==> config.mk <==
export PLATFORM = sky130hd
export DESIGN_NAME = decode_top
export DESIGN_NICKNAME = d
export VERILOG_FILES = /design/src/decode_pkg.sv /design/src/decode_top.sv /design/src/uop_decode.sv /design/src/pipe_fifo.sv /design/src/field_split.sv
export SDC_FILE = /design/constraint.sdc
export NUM_CORES = 1
export LEC_CHECK = 0
export BUFFER_PORTS_ARGS = -buffer_cell sky130_fd_sc_hd__clkbuf_2
export CORE_ASPECT_RATIO = 1.4
export CORE_MARGIN = 4
export CORE_UTILIZATION = 32
export DETAILED_ROUTE_END_ITERATION = 7
export SYNTH_ARGS = -nofsm -noshare
export SYNTH_HDL_FRONTEND = slang
export SYNTH_SLANG_ARGS = --single-unit
export TNS_END_PERCENT = 100
==> constraint.sdc <==
create_clock -name ret_near -period 22.3 [get_ports ret_near]
set_input_delay 4.46 -clock ret_near [delete_from_list [all_inputs] [get_ports ret_near]]
set_output_delay 4.46 -clock ret_near [all_outputs]
set_load 0.02 [all_outputs]
==> src/decode_pkg.sv <==
// Types and constants shared by the first decode stage
// Covers only the 32-bit opcode subset listed below; any other opcode decodes to ALU_NONE
`default_nettype none

package decode_pkg;

   localparam int FIFO_DEPTH = 4;
   localparam int FIFO_PTR_W = $clog2(FIFO_DEPTH);
   localparam int FIFO_CNT_W = FIFO_PTR_W + 1;

   localparam logic [2:0] ECX_REG = 3'd1;

   // Prefix bytes
   localparam logic [7:0] PFX_ES     = 8'h26;
   localparam logic [7:0] PFX_CS     = 8'h2e;
   localparam logic [7:0] PFX_SS     = 8'h36;
   localparam logic [7:0] PFX_DS     = 8'h3e;
   localparam logic [7:0] PFX_FS     = 8'h64;
   localparam logic [7:0] PFX_GS     = 8'h65;
   localparam logic [7:0] PFX_OPSIZE = 8'h66;
   localparam logic [7:0] PFX_REP    = 8'hf3;

   // Primary opcodes, ranges given by their base
   localparam logic [7:0] OP_ADD_RM_R     = 8'h01;
   localparam logic [7:0] OP_ADD_R_RM     = 8'h03;
   localparam logic [7:0] OP_MOV_RM_R     = 8'h89;
   localparam logic [7:0] OP_MOV_R_RM     = 8'h8b;
   localparam logic [7:0] OP_MOV_IMM      = 8'hb8;
   localparam logic [7:0] OP_PUSH         = 8'h50;
   localparam logic [7:0] OP_POP          = 8'h58;
   localparam logic [7:0] OP_MOVSD        = 8'ha5;
   localparam logic [7:0] OP_RET_NEAR     = 8'hc3;
   localparam logic [7:0] OP_RET_NEAR_IMM = 8'hc2;
   localparam logic [7:0] OP_RET_FAR      = 8'hcb;
   localparam logic [7:0] OP_RET_FAR_IMM  = 8'hca;
   localparam logic [7:0] OP_IRETD        = 8'hcf;
   localparam logic [7:0] OP_CLD          = 8'hfc;
   localparam logic [7:0] OP_STD          = 8'hfd;

   // Operand size codes
   localparam logic [1:0] SIZE_16 = 2'd1;
   localparam logic [1:0] SIZE_32 = 2'd2;

   // Stack operation codes
   localparam logic [1:0] STACK_NONE = 2'd0;
   localparam logic [1:0] STACK_PUSH = 2'd1;
   localparam logic [1:0] STACK_POP  = 2'd2;

   typedef enum logic [2:0] {
      SEG_ES = 3'd0,
      SEG_CS = 3'd1,
      SEG_SS = 3'd2,
      SEG_DS = 3'd3,
      SEG_FS = 3'd4,
      SEG_GS = 3'd5
   } seg_t;

   typedef enum logic [3:0] {
      ALU_NONE = 4'd0,
      ALU_ADD  = 4'd1,
      ALU_MOV  = 4'd2,
      ALU_PUSH = 4'd3,
      ALU_POP  = 4'd4,
      ALU_MOVS = 4'd5,
      ALU_RET  = 4'd6,
      ALU_CLD  = 4'd7,
      ALU_STD  = 4'd8
   } alu_op_t;

   typedef enum logic [1:0] {
      OPND_NONE = 2'd0,
      OPND_REG  = 2'd1,
      OPND_MEM  = 2'd2,
      OPND_IMM  = 2'd3
   } opnd_t;

   // As delivered by fetch, multi-byte fields are left aligned
   typedef struct packed {
      logic [23:0] prefix;
      logic [1:0]  prefix_bytes;
      logic [15:0] opcode;
      logic [1:0]  opcode_bytes;
      logic [7:0]  modrm;
      logic [7:0]  sib;
      logic [63:0] disp_imm;
      logic [3:0]  disp_bytes;
      logic [3:0]  imm_bytes;
      logic [31:0] pc;
   } raw_inst_t;

   typedef struct packed {
      logic [15:0] opcode;
      logic [7:0]  modrm;
      logic [7:0]  sib;
      logic [31:0] disp;
      logic [31:0] imm;
      seg_t        seg_override;
      logic        seg_valid;
      logic        rep;
      logic        size_16;
      logic [31:0] pc;
   } split_inst_t;

   typedef struct packed {
      alu_op_t     alu_op;
      opnd_t       op0_kind;
      logic [2:0]  op0_reg;
      opnd_t       op1_kind;
      logic [2:0]  op1_reg;
      logic [1:0]  size;
      logic        set_d;
      logic        clear_d;
      logic [1:0]  stack_op;
      logic        is_ret_near;
      logic        is_ret_far;
      logic        is_iretd;
      seg_t        seg_override;
      logic        seg_valid;
      logic [31:0] imm;
      logic [31:0] disp;
      logic [31:0] pc;
      logic [15:0] opcode;
   } uop_t;

endpackage

`default_nettype wire
==> src/decode_top.sv <==
// Splitter, input FIFO, micro-op decoder and output FIFO in a chain
// ecx is owned outside and must follow the wb_* writeback
`timescale 1ns/1ns
`default_nettype none

module decode_top import decode_pkg::*; (
   input  logic        ret_near,
   input  logic        ret_far,
   input  logic        in_valid,
   output logic        in_ready,
   input  raw_inst_t   in_inst,
   output logic        out_valid,
   input  logic        out_ready,
   output uop_t        out_uop,
   input  logic [31:0] ecx,
   output logic        wb_valid,
   output logic [2:0]  wb_reg,
   output logic [31:0] wb_data
);

   logic        split_valid;
   logic        split_ready;
   split_inst_t split_inst;
   logic        dq_valid;
   logic        dq_ready;
   split_inst_t dq_inst;
   logic        uop_valid;
   logic        uop_ready;
   uop_t        uop;

   field_split u_split (
      .ret_near    (ret_near),
      .ret_far     (ret_far),
      .in_valid    (in_valid),
      .in_ready    (in_ready),
      .in_inst     (in_inst),
      .split_valid (split_valid),
      .split_ready (split_ready),
      .split_inst  (split_inst)
   );

   pipe_fifo #(.payload_t(split_inst_t)) u_in_fifo (
      .ret_near (ret_near),
      .ret_far  (ret_far),
      .wr_valid (split_valid),
      .wr_ready (split_ready),
      .wr_data  (split_inst),
      .rd_valid (dq_valid),
      .rd_ready (dq_ready),
      .rd_data  (dq_inst)
   );

   uop_decode u_decode (
      .ret_near  (ret_near),
      .ret_far   (ret_far),
      .dq_valid  (dq_valid),
      .dq_ready  (dq_ready),
      .dq_inst   (dq_inst),
      .ecx       (ecx),
      .uop_valid (uop_valid),
      .uop_ready (uop_ready),
      .uop       (uop),
      .wb_valid  (wb_valid),
      .wb_reg    (wb_reg),
      .wb_data   (wb_data)
   );

   pipe_fifo #(.payload_t(uop_t)) u_out_fifo (
      .ret_near (ret_near),
      .ret_far  (ret_far),
      .wr_valid (uop_valid),
      .wr_ready (uop_ready),
      .wr_data  (uop),
      .rd_valid (out_valid),
      .rd_ready (out_ready),
      .rd_data  (out_uop)
   );

endmodule

`default_nettype wire

==> src/uop_decode.sv <==
// One micro-op per instruction, except REP MOVS which repeats ecx times
// ecx must reflect the previous writeback by the next edge
// wb_valid is combinational with the load of the output register
`timescale 1ns/1ns
`default_nettype none

module uop_decode import decode_pkg::*; (
   input  logic        ret_near,
   input  logic        ret_far,
   input  logic        dq_valid,
   output logic        dq_ready,
   input  split_inst_t dq_inst,
   input  logic [31:0] ecx,
   output logic        uop_valid,
   input  logic        uop_ready,
   output uop_t        uop,
   output logic        wb_valid,
   output logic [2:0]  wb_reg,
   output logic [31:0] wb_data
);

   logic out_free;
   logic rep_movs;
   logic ecx_zero;
   logic ecx_last;
   logic load;
   uop_t next_uop;

   function automatic uop_t decode_uop(input split_inst_t si);
      uop_t       u;
      logic [7:0] op;
      logic       mem_rm;
      op     = si.opcode[15:8];
      mem_rm = (si.modrm[7:6] != 2'b11);

      u.alu_op       = ALU_NONE;
      u.op0_kind     = OPND_NONE;
      u.op0_reg      = 3'd0;
      u.op1_kind     = OPND_NONE;
      u.op1_reg      = 3'd0;
      u.size         = si.size_16 ? SIZE_16 : SIZE_32;
      u.set_d        = 1'b0;
      u.clear_d      = 1'b0;
      u.stack_op     = STACK_NONE;
      u.is_ret_near  = 1'b0;
      u.is_ret_far   = 1'b0;
      u.is_iretd     = 1'b0;
      u.seg_override = si.seg_override;
      u.seg_valid    = si.seg_valid;
      u.imm          = si.imm;
      u.disp         = si.disp;
      u.pc           = si.pc;
      u.opcode       = si.opcode;

      case (op) inside
         // r/m is the destination
         OP_ADD_RM_R, OP_MOV_RM_R: begin
            u.alu_op   = (op == OP_ADD_RM_R) ? ALU_ADD : ALU_MOV;
            u.op0_kind = mem_rm ? OPND_MEM : OPND_REG;
            u.op0_reg  = si.modrm[2:0];
            u.op1_kind = OPND_REG;
            u.op1_reg  = si.modrm[5:3];
         end
         OP_ADD_R_RM, OP_MOV_R_RM: begin
            u.alu_op   = (op == OP_ADD_R_RM) ? ALU_ADD : ALU_MOV;
            u.op0_kind = OPND_REG;
            u.op0_reg  = si.modrm[5:3];
            u.op1_kind = mem_rm ? OPND_MEM : OPND_REG;
            u.op1_reg  = si.modrm[2:0];
         end
         [OP_MOV_IMM : OP_MOV_IMM + 8'd7]: begin
            u.alu_op   = ALU_MOV;
            u.op0_kind = OPND_REG;
            u.op0_reg  = op[2:0];
            u.op1_kind = OPND_IMM;
         end
         [OP_PUSH : OP_PUSH + 8'd7]: begin
            u.alu_op   = ALU_PUSH;
            u.op0_kind = OPND_REG;
            u.op0_reg  = op[2:0];
            u.stack_op = STACK_PUSH;
         end
         [OP_POP : OP_POP + 8'd7]: begin
            u.alu_op   = ALU_POP;
            u.op0_kind = OPND_REG;
            u.op0_reg  = op[2:0];
            u.stack_op = STACK_POP;
         end
         OP_MOVSD:
            u.alu_op = ALU_MOVS;
         OP_RET_NEAR, OP_RET_NEAR_IMM: begin
            u.alu_op      = ALU_RET;
            u.is_ret_near = 1'b1;
         end
         OP_RET_FAR, OP_RET_FAR_IMM: begin
            u.alu_op     = ALU_RET;
            u.is_ret_far = 1'b1;
         end
         OP_IRETD: begin
            u.alu_op   = ALU_RET;
            u.is_iretd = 1'b1;
         end
         OP_CLD: begin
            u.alu_op  = ALU_CLD;
            u.clear_d = 1'b1;
         end
         OP_STD: begin
            u.alu_op = ALU_STD;
            u.set_d  = 1'b1;
         end
         default: u.alu_op = ALU_NONE;
      endcase
      return u;
   endfunction

   assign next_uop = decode_uop(dq_inst);

   assign out_free = !uop_valid || uop_ready;
   assign rep_movs = dq_inst.rep && (dq_inst.opcode[15:8] == OP_MOVSD);
   assign ecx_zero = (ecx == 32'd0);
   assign ecx_last = (ecx == 32'd1);

   // A zero count REP MOVS is dropped without issue
   assign load     = dq_valid && out_free && !(rep_movs && ecx_zero);
   assign dq_ready = rep_movs ? (ecx_zero || (out_free && ecx_last)) : out_free;

   assign wb_valid = load && rep_movs;
   assign wb_reg   = ECX_REG;
   assign wb_data  = ecx - 32'd1;

   always_ff @(posedge ret_near or posedge ret_far) begin
      if (ret_far)
         uop_valid <= 1'b0;
      else if (out_free)
         uop_valid <= load;
   end

   always_ff @(posedge ret_near) begin
      if (load)
         uop <= next_uop;
   end

endmodule

`default_nettype wire

==> src/pipe_fifo.sv <==
// Depth comes from FIFO_DEPTH in the package
// Read data is the entry at the head, one cycle after its write
`timescale 1ns/1ns
`default_nettype none

module pipe_fifo import decode_pkg::*; #(
   parameter type payload_t = logic [7:0]
) (
   input  logic     ret_near,
   input  logic     ret_far,
   input  logic     wr_valid,
   output logic     wr_ready,
   input  payload_t wr_data,
   output logic     rd_valid,
   input  logic     rd_ready,
   output payload_t rd_data
);

   payload_t              mem [FIFO_DEPTH];
   logic [FIFO_PTR_W-1:0] wr_ptr;
   logic [FIFO_PTR_W-1:0] rd_ptr;
   logic [FIFO_CNT_W-1:0] count;
   logic                  push;
   logic                  pop;

   function automatic logic [FIFO_PTR_W-1:0] ptr_inc(input logic [FIFO_PTR_W-1:0] p);
      return (p == FIFO_PTR_W'(FIFO_DEPTH - 1)) ? '0 : p + 1'b1;
   endfunction

   assign wr_ready = (count != FIFO_CNT_W'(FIFO_DEPTH));
   assign rd_valid = (count != '0);
   assign push     = wr_valid && wr_ready;
   assign pop      = rd_valid && rd_ready;
   assign rd_data  = mem[rd_ptr];

   always_ff @(posedge ret_near or posedge ret_far) begin
      if (ret_far) begin
         wr_ptr <= '0;
         rd_ptr <= '0;
         count  <= '0;
      end else begin
         if (push)
            wr_ptr <= ptr_inc(wr_ptr);
         if (pop)
            rd_ptr <= ptr_inc(rd_ptr);
         // Simultaneous push and pop leaves the count alone
         case ({push, pop})
            2'b10:   count <= count + 1'b1;
            2'b01:   count <= count - 1'b1;
            default: count <= count;
         endcase
      end
   end

   always_ff @(posedge ret_near) begin
      if (push)
         mem[wr_ptr] <= wr_data;
   end

endmodule

`default_nettype wire

==> src/field_split.sv <==
// Prefix and opcode bytes arrive left aligned, the first byte on top
// Disp and imm counts above 4 saturate at 4 bytes
// in_ready stays low until the first edge after reset
`timescale 1ns/1ns
`default_nettype none

module field_split import decode_pkg::*; (
   input  logic        ret_near,
   input  logic        ret_far,
   input  logic        in_valid,
   output logic        in_ready,
   input  raw_inst_t   in_inst,
   output logic        split_valid,
   input  logic        split_ready,
   output split_inst_t split_inst
);

   logic        running;
   logic [23:0] mask_prefix;
   logic [15:0] mask_op;
   seg_t        seg;
   logic        seg_valid;
   logic        rep;
   logic        size_16;
   logic [63:0] imm_field;
   split_inst_t next_inst;

   function automatic logic [31:0] byte_mask(input logic [3:0] n);
      logic [31:0] m;
      case (n)
         4'd0:    m = 32'h0000_0000;
         4'd1:    m = 32'h0000_00ff;
         4'd2:    m = 32'h0000_ffff;
         4'd3:    m = 32'h00ff_ffff;
         default: m = 32'hffff_ffff;
      endcase
      return m;
   endfunction

   // Drop bytes past the counts
   always_comb begin
      case (in_inst.prefix_bytes)
         2'd0:    mask_prefix = 24'h0;
         2'd1:    mask_prefix = {in_inst.prefix[23:16], 16'h0};
         2'd2:    mask_prefix = {in_inst.prefix[23:8], 8'h0};
         default: mask_prefix = in_inst.prefix;
      endcase
   end

   assign mask_op = (in_inst.opcode_bytes >= 2'd2) ? in_inst.opcode :
                    {in_inst.opcode[15:8], 8'h00};

   // Walk from the first prefix to the last so a later override wins
   always_comb begin
      logic [7:0] pb;
      logic       hit;
      seg_t       nseg;
      seg       = SEG_ES;
      seg_valid = 1'b0;
      rep       = 1'b0;
      size_16   = 1'b0;
      for (int i = 2; i >= 0; i--) begin
         pb  = mask_prefix[i*8 +: 8];
         hit = 1'b1;
         case (pb)
            PFX_ES:  nseg = SEG_ES;
            PFX_CS:  nseg = SEG_CS;
            PFX_SS:  nseg = SEG_SS;
            PFX_DS:  nseg = SEG_DS;
            PFX_FS:  nseg = SEG_FS;
            PFX_GS:  nseg = SEG_GS;
            default: begin
               hit  = 1'b0;
               nseg = seg;
            end
         endcase
         if (hit) begin
            seg       = nseg;
            seg_valid = 1'b1;
         end
         if (pb == PFX_REP)
            rep = 1'b1;
         if (pb == PFX_OPSIZE)
            size_16 = 1'b1;
      end
   end

   // Immediate follows the displacement bytes
   assign imm_field = in_inst.disp_imm >> {in_inst.disp_bytes, 3'b000};

   always_comb begin
      next_inst.opcode       = mask_op;
      next_inst.modrm        = in_inst.modrm;
      next_inst.sib          = in_inst.sib;
      next_inst.disp         = in_inst.disp_imm[31:0] & byte_mask(in_inst.disp_bytes);
      next_inst.imm          = imm_field[31:0] & byte_mask(in_inst.imm_bytes);
      next_inst.seg_override = seg;
      next_inst.seg_valid    = seg_valid;
      next_inst.rep          = rep;
      next_inst.size_16      = size_16;
      next_inst.pc           = in_inst.pc;
   end

   assign in_ready = running && (!split_valid || split_ready);

   always_ff @(posedge ret_near or posedge ret_far) begin
      if (ret_far) begin
         running     <= 1'b0;
         split_valid <= 1'b0;
      end else begin
         running <= 1'b1;
         if (in_ready)
            split_valid <= in_valid;
      end
   end

   always_ff @(posedge ret_near) begin
      if (in_valid && in_ready)
         split_inst <= next_inst;
   end

endmodule

`default_nettype wire

After elaboration in Yosys (flattened, before gate mapping) --
Memories as Yosys holds them, arrays and structs flattened. Index checks and enable logic that the tools add are counted. Widths: inputs -> output; s select.
Cells by class: $add $sub $neg 9, magnitude comparators 7, equality and inequality tests 56, shifts and indexed selects 1, multiplexer cells 57, bitwise logic cells 2, reductions and logical operators 46
Operator list (number):
- $pmux 32 s4 | 2
- $eq 8x8->1 const B | 13
- $eq 8x6->1 const B | 12
- $eq 8x7->1 const B | 9
- $pmux 24 s3 | 1
- $and 32x32->32 | 2
- $shr 64x7->32 | 1
- $mux 4 | 15
- $pmux 3 s6 | 2
- $eq 32x1->1 const B | 1
- $logic_not 32->1 | 1
- $sub 32x1->32 const B | 1
- $reduce_or 6->1 | 4
- $mux 2 | 11
- $mux 1 | 17
- $eq 4x2->1 const B | 4
- $ge 8x7->1 const B | 2
- $le 8x7->1 const B | 2
- $logic_and 1x1->1 | 15
- $mux 3 | 5
- $pmux 3 s5 | 1
- $eq 2x2->1 const B | 7
- $reduce_or 14->1 | 1
- $reduce_or 2->1 | 7
- other kinds (25) | 42
Storage, ports and cells: register bits after elaboration 290, memory bits (writable) 1092, output and inout bits 177, word-level logic and storage cells 219, memories kept 2
Memory list:
- u_out_fifo.mem | words 4, width 139, rd ports 1, clocked after Yosys merged registers in 0, wr ports 1, line pipe_fifo.sv:19 | payload_t mem [FIFO_DEPTH];
- u_in_fifo.mem | words 4, width 134, rd ports 1, clocked after Yosys merged registers in 0, wr ports 1, line pipe_fifo.sv:19

Logic depth before layout (Yosys ltp) --
Gate-level depths: netlist (run 1). An unclocked memory read counts as a cell.
depth after elaboration 13, gate-level depth with buffers 13, mapped depth without buffers 12

Modules after synthesis --
A second synthesis (run 1) with hierarchy kept.
Second synthesis, totals: cells, all modules 2258, area, all modules 52018.6 um2
Modules (own cells, without submodules):
- pipe_fifo (u_out_fifo) | instances 1, cells each 768, area an instance 20508.4 um2
- pipe_fifo (u_in_fifo) | instances 1, cells each 741, area an instance 19756.4 um2
- field_split | instances 1, cells each 428, area an instance 6322.3 um2
- uop_decode | instances 1, cells each 321, area an instance 5431.5 um2

Worst setup path before layout (run 1) --
Ideal clock, no wire load.
path type input -> register, from in ecx[0], to reg u_decode.uop[0] (netlist name), arrival 10.837 ns, required time 21.663 ns, setup slack 10.827 ns, stages on the path 6, path buffers 0, cells stage by stage inv_1 > ha_1 > inv_1 > nor4_1 > and4_1 > nor2_1
On the way: longest elaborated chain between the ends 4
RTL lines:
- from (decl) | line decode_top.sv:15 | input logic [31:0] ecx,
- $logic_not 32->1 | line uop_decode.sv:120 | assign ecx_zero = (ecx == 32'd0);
- $logic_and 1x1->1 | line uop_decode.sv:124 | assign load = dq_valid && out_free && !(rep_movs && ecx_zero);
- $logic_not 1->1 | line uop_decode.sv:124
- $logic_and 1x1->1 | line uop_decode.sv:124
- named net u_decode.load | line uop_decode.sv:26 | logic load;
The timed path passes the listed nets, and every way through them passes these cells. A chain may end at the register's enable or synchronous reset.

Final worst setup path (run 1) --
from in ecx[7], to out wb_data[21]
On the way: longest elaborated chain between the ends 1
RTL lines:
- $sub 32x1->32 | line uop_decode.sv:129 | assign wb_data = ecx - 32'd1;
- to (decl) | line decode_top.sv:18 | output logic [31:0] wb_data
Every way passes these cells.

==> impl_metrics.env, run 1 <==
export IMPL_grt_max_degree=91
export IMPL_rows=171
export IMPL_pre_cts_ws_ns=11.07
export IMPL_fmax_mhz=88.4
export IMPL_fin_worst_skew_ns=0.0357
export IMPL_crit_required_ns=17.84
export IMPL_syn_cell_area_um2=49900
export IMPL_cts_resized_gates=0
export IMPL_arrival_ns=6.85
export IMPL_ys_seq_area_frac=0.803
export IMPL_peakVddDrop_uv=134
export IMPL_cap_violations=0
export IMPL_ioPinCount=377
export IMPL_synth_ff_type="edfxtp_1"
export IMPL_avgSynthCellArea_um2=22.8
export IMPL_crit_chain="clkbuf_2 -> nor4_1 -> nand4b_1 -> or2_2 -> or4_1 -> xnor2_1 -> clkbuf_2"
export IMPL_totalWireLength_um=111000
export IMPL_drive_above_1_share=0.333
export IMPL_final_util=0.380
export IMPL_synth_area_leaders="edfxtp_1 79%, mux4_2 13%, dfrtp_1 0.85%"
export IMPL_clock_sinks=1337
export IMPL_fillCellCount=14000
export IMPL_path_class="in -> out"
export IMPL_endpoint_kind="output pin"
export IMPL_synth_edf_count=1320
export IMPL_synth_area_leader_cell="edfxtp_1"
export IMPL_ys_seq_elements=1337
export IMPL_grt_use_total=0.137
export IMPL_first_pass_iters=5
export IMPL_combPwrFrac=0.264
export IMPL_yosysWarnings=0
export IMPL_p_leak_nw=19.5
export IMPL_hold_ws_ns=0.479
export IMPL_finalSetupViolations=0
export IMPL_status="completed"
export IMPL_hold_buffers=0
export IMPL_io_buffers=364
export IMPL_slew_headroom=0.272
export IMPL_critPathBufInv=2
export IMPL_routed_via_density=4.78
export IMPL_cp_slowest_stage_delay_ns=0.77
export IMPL_avgRoutedWirePerCell_um=23.0
export IMPL_cts_tree="yes"
export IMPL_p_per_area_nw_per_um2=151
export IMPL_fin_nets=2862
export IMPL_ys_types=56
export IMPL_p_int_mw=6.08
export IMPL_start_util=0.322
export IMPL_hold_viol_final=0
export IMPL_die_w_um=342
export IMPL_worstPathMaxFanout=6
export IMPL_switchingPower_mw=2.81
export IMPL_clkTransAtPathRegs_ns=0.06
export IMPL_setup_ws_ns=10.99
export IMPL_drtAntennaViolNets=0
export IMPL_core_area_um2=155000
export IMPL_overflow=0
export IMPL_cts_setup_buffers=0
export IMPL_clk_latency_ns=0.76
export IMPL_grt_pass1_vias=24300
export IMPL_cts_buffers=136
export IMPL_pwr_share_clk=0.259
export IMPL_antenna_found_initial=12
export IMPL_syn_inst=2190
export IMPL_place_gp_congestion=0.883
export IMPL_start_kind="input pin"
export IMPL_h_tree_depth=4
export IMPL_tightestPinTransition_ns=1.08
export IMPL_cpMaxStageDelayCell="nor4_1"
export IMPL_ys_async_sr_fraction=0.0127
export IMPL_min_period_ns=11.31
export IMPL_dieArea_um2=162000
export IMPL_final_max_slew_viol_count=0
export IMPL_grt_pass1_wl_um=163000
export IMPL_rsz0062_at_grt="no"
export IMPL_dr_total_vias=23100
export IMPL_root_buffer="clkbuf_16"
export IMPL_clk_path_buf_depth=3
export IMPL_tns_ns=0
export IMPL_synth_most_common_cell="edfxtp_1"
export IMPL_synthTopCellsByCount="1320 x edfxtp_1, 283 x mux4_2, 83 x nor2_1"
export IMPL_power_total_mw=8.89
export IMPL_hp_class="reg -> reg"
export IMPL_syn_to_final_growth_pct=18.0
export IMPL_dp_hpwl_um=69200
export IMPL_drc=0
export IMPL_netlist_area_leader_share=0.794
export IMPL_crit_family="simple AND/OR/NAND/NOR gates"
export IMPL_layout_worst_path_cycle_share=0.507
export IMPL_seqPwrFrac=0.477
export IMPL_drtIter0Drc=1705
export IMPL_crit_top_cell="clkbuf_2"
export IMPL_die_h_um=475
export IMPL_swShare=0.316
state kept, by name (all words and copies together) (netlist names), 3 cells and up:
| name | count |
|---|---|
| u_in_fifo.mem | 504 |
| u_out_fifo.mem | 552 |
| u_in_fifo.count | 3 |
| u_split.split_inst | 126 |
| u_out_fifo.count | 3 |
| u_decode.uop | 138 |
cells by family (layout without fill, tap and decap cells):
family / count (synthesis) / after routing / synth area share
and+or+nand+nor: 286 / 286 / 0.0295
buffers and inverters: 111 / 669 / 0.00908
muxes: 308 / 308 / 0.134
AOI/OAI and AO/OA: 95 / 95 / 0.0136
DFF: 1337 / 1337 / 0.803
other: 2 / 9 / 0.000151
xor gates and xnor gates: 34 / 34 / 0.00597
adders and majority gates: 17 / 17 / 0.00456
final cells by class:
cell class	instances	area (µm²)	area share
antenna	5	12.5	0.000213
clock buffer	167	3530	0.0600
clock inverter	76	1020	0.0173
inverter	27	101	0.00172
multi-input combinational	744	9440	0.160
sequential	1337	40100	0.681
tap	2076	2600	0.0441
timing repair buffer	399	2100	0.0356
power groups by stage:
stage / registers (mW) / logic [mW] / clock network [mW]
2_1_floorplan: 4.22 / 1.57 / 0
3_3_place_gp: 4.25 / 2.45 / 0
3_5_place_dp: 4.30 / 2.46 / 0
4_1_cts: 4.26 / 2.46 / 2.38
5_1_grt: 4.33 / 2.54 / 2.48
6_report: 4.24 / 2.35 / 2.30
layout by cell type (no fill, tap or decap), types with 5 or more instances in the layout:
cell        Yosys  routed
a211oi_1       18      18
a21oi_1        17      17
a22oi_1        19      19
and2_1         10      10
and3_4          0       9
buf_4           4      34
bufinv_16       0      16
clkbuf_1       33      30
clkbuf_16       0     136
clkbuf_2        0     364
clkinv_1        2      20
clkinv_2        0      15
clkinvlp_4      0       5
dfrtp_1        17      13
diode_2         0       5
edfxtp_1     1320    1320
ha_1           15      15
inv_1          25      25
inv_6           0       6
mux2_2         11      11
mux2i_1         9       9
mux4_2        283     283
nand2_1        49      49
nand3_1         9       9
nor2_1         83      82
nor2b_1        41      41
nor3_1         25      25
nor4_1         15      15
o21ai_0        13      13
o31a_1          8       8
or2_2           5       5
or3_1          12      12
or4_1           5       5
xnor2_1        10      10
xor2_1         24      24
layer usage:
metal | vias up | routed length, µm | track usage
li1 | 10100 | - | -
met1 | 12200 | 45000 | 0.172
met2 | 681 | 55800 | 0.232
met3 | 182 | 7580 | 0.0354
met4 | 12 | 2790 | 0.0441
met5 | - | 75 | 0
worst reg2reg max path, cell delays in order, from the launching register on:
cell and delay, ns:
dfrtp_4 0.95, buf_4 0.74, mux4_2 0.73, nand2_1 0.13, nor3_1 0.10, and4_1 0.23, nor2_4 0.10, buf_4 0.57
buf_4 0.84, buf_4 0.73
worst paths after layout:
check	startpoint	to	slack [ns]	cells after the start
worst min register to register	u_decode.uop[105]	u_out_fifo.mem[0][105]	0.48	0
worst max-delay path	ecx[7]	wb_data[21]	10.99	7
max in group asynchronous	ret_far	u_in_fifo.rd_ptr[0]	18.01	2
worst min-delay path	u_decode.uop[105]	u_out_fifo.mem[0][105]	0.48	0
worst max register to register	u_in_fifo.rd_ptr[0]	u_decode.uop[105]	16.76	9
min in group asynchronous	ret_far	u_in_fifo.wr_ptr[0]	3.79	2
per-stage QoR:
step                instance area (µm²)  cells
detailed placement                54300   4583
global placement                  54300   4583
CTS                               58900   4826
global route                      58900   4826
floorplan                         49900   2192
finish                            58900   4831
(Power assumes the default switching activity.)
==> run 2: changes to the inputs <==
clock period = 11.6 ns   (was 22.3 ns; I/O delays follow)
==> impl_metrics.env, run 2 (synthesized netlist as in run 1, its figures left out) <==
export IMPL_status="completed"
export IMPL_critPathBufInv=2
export IMPL_hold_buffers=0
export IMPL_pwr_share_clk=0.247
export IMPL_layout_commonest_cell="edfxtp_1"
export IMPL_rows=171
export IMPL_start_kind="input pin"
export IMPL_cpMaxStageDelayCell="nor4_1"
export IMPL_crit_chain="clkbuf_2 -> nor4_1 -> nand4b_1 -> or3_1 -> nor4_1 -> xor2_1 -> clkbuf_2"
export IMPL_crit_path_end="wb_data[27]"
export IMPL_min_period_ns=6.94
export IMPL_reg_top3="u_out_fifo.mem x552, u_in_fifo.mem x504, u_decode.uop x138"
export IMPL_endpoint_kind="output pin"
export IMPL_dieArea_um2=162000
export IMPL_crit_family="simple AND/OR/NAND/NOR gates"
export IMPL_ioPinCount=377
export IMPL_totalWireLength_um=109000
export IMPL_clk_path_buf_depth=3
export IMPL_layout_worst_path_cycle_share=0.599
export IMPL_worstPathMaxFanout=6
export IMPL_hp_class="reg -> reg"
export IMPL_peakVddDrop_uv=295
export IMPL_rsz0062_at_grt="no"
export IMPL_largest_reg_flops=552
export IMPL_cp_slowest_stage_delay_ns=0.72
export IMPL_p_leak_nw=19.4
export IMPL_h_tree_depth=4
export IMPL_cts_setup_buffers=0
export IMPL_clk_latency_ns=0.75
export IMPL_cts_resized_gates=0
export IMPL_syn_to_final_growth_pct=17.3
export IMPL_final_cell_mix="1320 x edfxtp_1, 364 x clkbuf_2, 283 x mux4_2"
export IMPL_first_pass_iters=5
export IMPL_cap_violations=0
export IMPL_fmax_mhz=144
export IMPL_core_area_um2=155000
export IMPL_final_util=0.377
export IMPL_fin_nets=2854
export IMPL_final_cell_count_no_fill=4819
export IMPL_max_flop_register="u_out_fifo.mem"
export IMPL_root_buffer="clkbuf_16"
export IMPL_drtIter0Drc=1694
export IMPL_die_h_um=475
export IMPL_io_buffers=364
export IMPL_dp_hpwl_um=68000
export IMPL_place_gp_congestion=0.878
export IMPL_p_int_mw=11.5
export IMPL_dr_total_vias=22900
export IMPL_avgRoutedWirePerCell_um=22.7
export IMPL_combPwrFrac=0.269
export IMPL_p_per_area_nw_per_um2=287
export IMPL_drc=0
export IMPL_hold_viol_final=0
export IMPL_final_max_slew_viol_count=0
export IMPL_clock_sinks=1337
export IMPL_finalSetupViolations=0
export IMPL_clkTransAtPathRegs_ns=0.06
export IMPL_grt_pass1_wl_um=160000
export IMPL_grt_pass1_vias=23900
export IMPL_path_class="in -> out"
export IMPL_cts_tree="yes"
export IMPL_cts_buffers=132
export IMPL_drive_above_1_share=0.328
export IMPL_hold_ws_ns=0.484
export IMPL_start_util=0.322
export IMPL_tightestPinTransition_ns=1.06
export IMPL_die_w_um=342
export IMPL_swShare=0.316
export IMPL_tns_ns=0
export IMPL_regToRegSetupSlack_ns=6.49
export IMPL_slew_headroom=0.292
export IMPL_seqPwrFrac=0.484
export IMPL_startpoint="ecx[7]"
export IMPL_antenna_found_initial=11
export IMPL_crit_required_ns=9.28
export IMPL_reg2reg_from="u_in_fifo.rd_ptr[1]"
export IMPL_switchingPower_mw=5.31
export IMPL_r2r_end="u_in_fifo.count[2]"
export IMPL_fin_worst_skew_ns=0.0312
export IMPL_grt_max_degree=139
export IMPL_drtAntennaViolNets=0
export IMPL_critical_path_depth=7
export IMPL_r2r_cells=12
export IMPL_grt_use_total=0.134
export IMPL_dp_cells=4579
export IMPL_overflow=0
export IMPL_routed_via_density=4.75
export IMPL_arrival_ns=4.62
==> run 2: power by group through the flow <==
| stage | registers [mW] | clock network (mW) | logic [mW] |
|---|---|---|---|
| after floorplan | 8.12 | 0 | 3.02 |
| after global placement | 8.15 | 0 | 4.71 |
| after detailed placement | 8.26 | 0 | 4.72 |
| after CTS | 8.17 | 4.27 | 4.73 |
| after global routing | 8.31 | 4.48 | 4.88 |
| final | 8.13 | 4.14 | 4.51 |
==> run 2: worst min-delay path by stage <==
stage	startpoint	end	slack, ns	cells past startpoint
2_1_floorplan	u_split.split_inst[0]	u_in_fifo.mem[0][0]	0.46	0
3_3_place_gp	u_decode.uop[3]	u_out_fifo.mem[1][3]	0.47	0
3_5_place_dp	u_decode.uop[41]	u_out_fifo.mem[0][41]	0.48	0
4_1_cts	u_split.split_inst[85]	u_in_fifo.mem[3][85]	0.49	0
5_1_grt	u_split.split_inst[41]	u_in_fifo.mem[2][41]	0.50	0
6_report	u_split.split_inst[132]	u_in_fifo.mem[0][132]	0.48	0
==> run 2: final cells by class <==
type	count	area [µm²]
clock inverters	80	817
multi-input cells	744	9440
clock buffers	157	3400
diodes	3	7.51
well taps	2076	2600
fillers	14000	96600
flip-flops and latches	1337	40100
repair buffers	395	2090
inverters	27	101
==> run 2: layer usage <==
metal  up-vias  GRT usage  share of wire
met5         -          0        0.00086
met4        14     0.0403          0.021
met3       161     0.0329          0.065
met2       638      0.228           0.50
met1     12000      0.170           0.41
li1      10000          -              -
==> run 2: stage by stage <==
stage	power, mW	instance area [µm²]	setup slack [ns]
2_1_floorplan	11.1	49900	2.27
3_3_place_gp	12.9	54300	4.67
3_5_place_dp	13.0	54300	4.67
4_1_cts	17.2	58500	4.54
5_1_grt	17.7	58500	4.39
6_report	16.8	58500	4.66
==> run 3: changes to the inputs <==
clock period = 6.5 ns   (was 11.6 ns; I/O delays follow)
==> impl_metrics.env, run 3 (synthesized netlist as in run 1, its figures left out) <==
export IMPL_status="completed"
export IMPL_hp_start="u_decode.uop[123]"
export IMPL_final_cell_mix="1320 x edfxtp_1, 364 x clkbuf_2, 283 x mux4_2"
export IMPL_grt_use_total=0.137
export IMPL_dp_hpwl_um=69200
export IMPL_antenna_found_initial=9
export IMPL_root_buffer="clkbuf_16"
export IMPL_grt_pass1_vias=24600
export IMPL_clk_path_buf_depth=3
export IMPL_endpoint_kind="output pin"
export IMPL_crit_required_ns=5.20
export IMPL_fin_worst_skew_ns=0.0247
export IMPL_drc=0
export IMPL_clk_latency_ns=0.76
export IMPL_r2r_end="u_decode.uop[107]"
export IMPL_tns_ns=0
export IMPL_die_h_um=475
export IMPL_routed_via_density=4.75
export IMPL_p_leak_nw=19.5
export IMPL_max_flop_register="u_out_fifo.mem"
export IMPL_slew_headroom=0.276
export IMPL_die_w_um=342
export IMPL_hold_buffers=0
export IMPL_cap_violations=0
export IMPL_layout_worst_path_cycle_share=0.802
export IMPL_hp_class="reg -> reg"
export IMPL_p_per_area_nw_per_um2=515
export IMPL_path_class="reg -> out"
export IMPL_start_kind="flip-flop"
export IMPL_regToRegSetupSlack_ns=2.08
export IMPL_cts_resized_gates=0
export IMPL_reg2reg_from="u_in_fifo.rd_ptr[1]"
export IMPL_peakVddDrop_uv=511
export IMPL_totalWireLength_um=111000
export IMPL_rsz0062_at_grt="no"
export IMPL_syn_to_final_growth_pct=17.7
export IMPL_io_buffers=364
export IMPL_final_max_slew_viol_count=0
export IMPL_drtIter0Drc=1503
export IMPL_clock_sinks=1337
export IMPL_fin_nets=2857
export IMPL_h_tree_depth=4
export IMPL_drive_above_1_share=0.331
export IMPL_layout_commonest_cell="edfxtp_1"
export IMPL_cts_setup_buffers=0
export IMPL_ioPinCount=377
export IMPL_reg_top3="u_out_fifo.mem x552, u_in_fifo.mem x504, u_decode.uop x138"
export IMPL_start_util=0.322
export IMPL_hold_viol_final=0
export IMPL_place_gp_congestion=0.865
export IMPL_drtAntennaViolNets=0
export IMPL_core_area_um2=155000
export IMPL_grt_max_degree=93
export IMPL_final_util=0.379
export IMPL_first_pass_iters=5
export IMPL_tightestPinTransition_ns=1.08
export IMPL_startpoint="u_in_fifo.rd_ptr[1]"
export IMPL_min_path_cells=0
export IMPL_r2r_cells=5
export IMPL_worstPathMaxFanout=55
export IMPL_largest_reg_flops=552
export IMPL_rows=171
export IMPL_avgRoutedWirePerCell_um=23.0
export IMPL_cts_tree="yes"
export IMPL_dr_total_vias=23000
export IMPL_fmax_mhz=192
export IMPL_fillCellCount=14000
export IMPL_clkTransAtPathRegs_ns=0.06
export IMPL_min_period_ns=5.21
export IMPL_overflow=0
export IMPL_hold_path_end="u_out_fifo.mem[1][123]"
export IMPL_arrival_ns=3.91
export IMPL_dieArea_um2=162000
export IMPL_finalSetupViolations=0
export IMPL_cts_buffers=133
export IMPL_grt_pass1_wl_um=164000
## run 3: cell types whose count changed in the layout (fill, tap and decap cells not counted), moves of 3 or more
cell	before	now
buf_12	3	9
clkinv_2	14	19
buf_4	28	24
clkinv_16	3	0
clkinv_8	3	6
inv_16	2	5
## run 3: power breakdown
group          internal [mW]  switching (mW)  total, mW
Combinational           2.93            5.18       8.11
Sequential              13.4            1.16       14.5
Clock                   4.33            3.28       7.60
Total                   20.6            9.61       30.3
## run 3: how the worst max path moves through the flow
stage	to	slack (ns)
3_3_place_gp	wb_data[31]	1.59
5_1_grt	wb_valid	1.06
4_1_cts	wb_valid	1.08
3_5_place_dp	wb_data[31]	1.59
2_1_floorplan	u_decode.uop[0]	0.52
6_report	wb_valid	1.29
## run 3: final cells by class
class	count	area, µm²	share of cell area
antenna	2	5.00	0.0000852
clock buffer	158	3440	0.0586
clock inverter	88	905	0.0154
inverter	27	101	0.00173
multi-input combinational	744	9440	0.161
sequential	1337	40100	0.682
tap	2076	2600	0.0442
timing repair buffer	397	2180	0.0371
## run 3: through the flow
stage	instance area [µm²]	hold WS (ns)	power [mW]	setup WS (ns)	std cells
after floorplan	49900	0.459	19.8	0.521	2192
after global placement	54400	0.468	23.0	1.59	4581
after detailed placement	54400	0.477	23.2	1.59	4581
after CTS	58700	0.488	30.9	1.08	4827
after global routing	58700	0.507	31.9	1.06	4827
final	58800	0.487	30.3	1.29	4829
## run 3: worst max-delay path: stages (launching register included)
cell and delay, ns:
dfrtp_4 0.82, buf_4 0.86, mux4_2 0.48, or4b_4 0.54, nor3_1 0.19, clkbuf_2 0.22
## run 3: layer usage
layer  part of all wire  GRT usage  wire length (µm)  vias up
met5            0.00046          0                51        -
met4              0.026     0.0458              2870       10
met3              0.066     0.0337              7310      186
met2               0.51      0.235             56300      657
met1               0.40      0.171             44700    12100
li1                   -          -                 -    10000
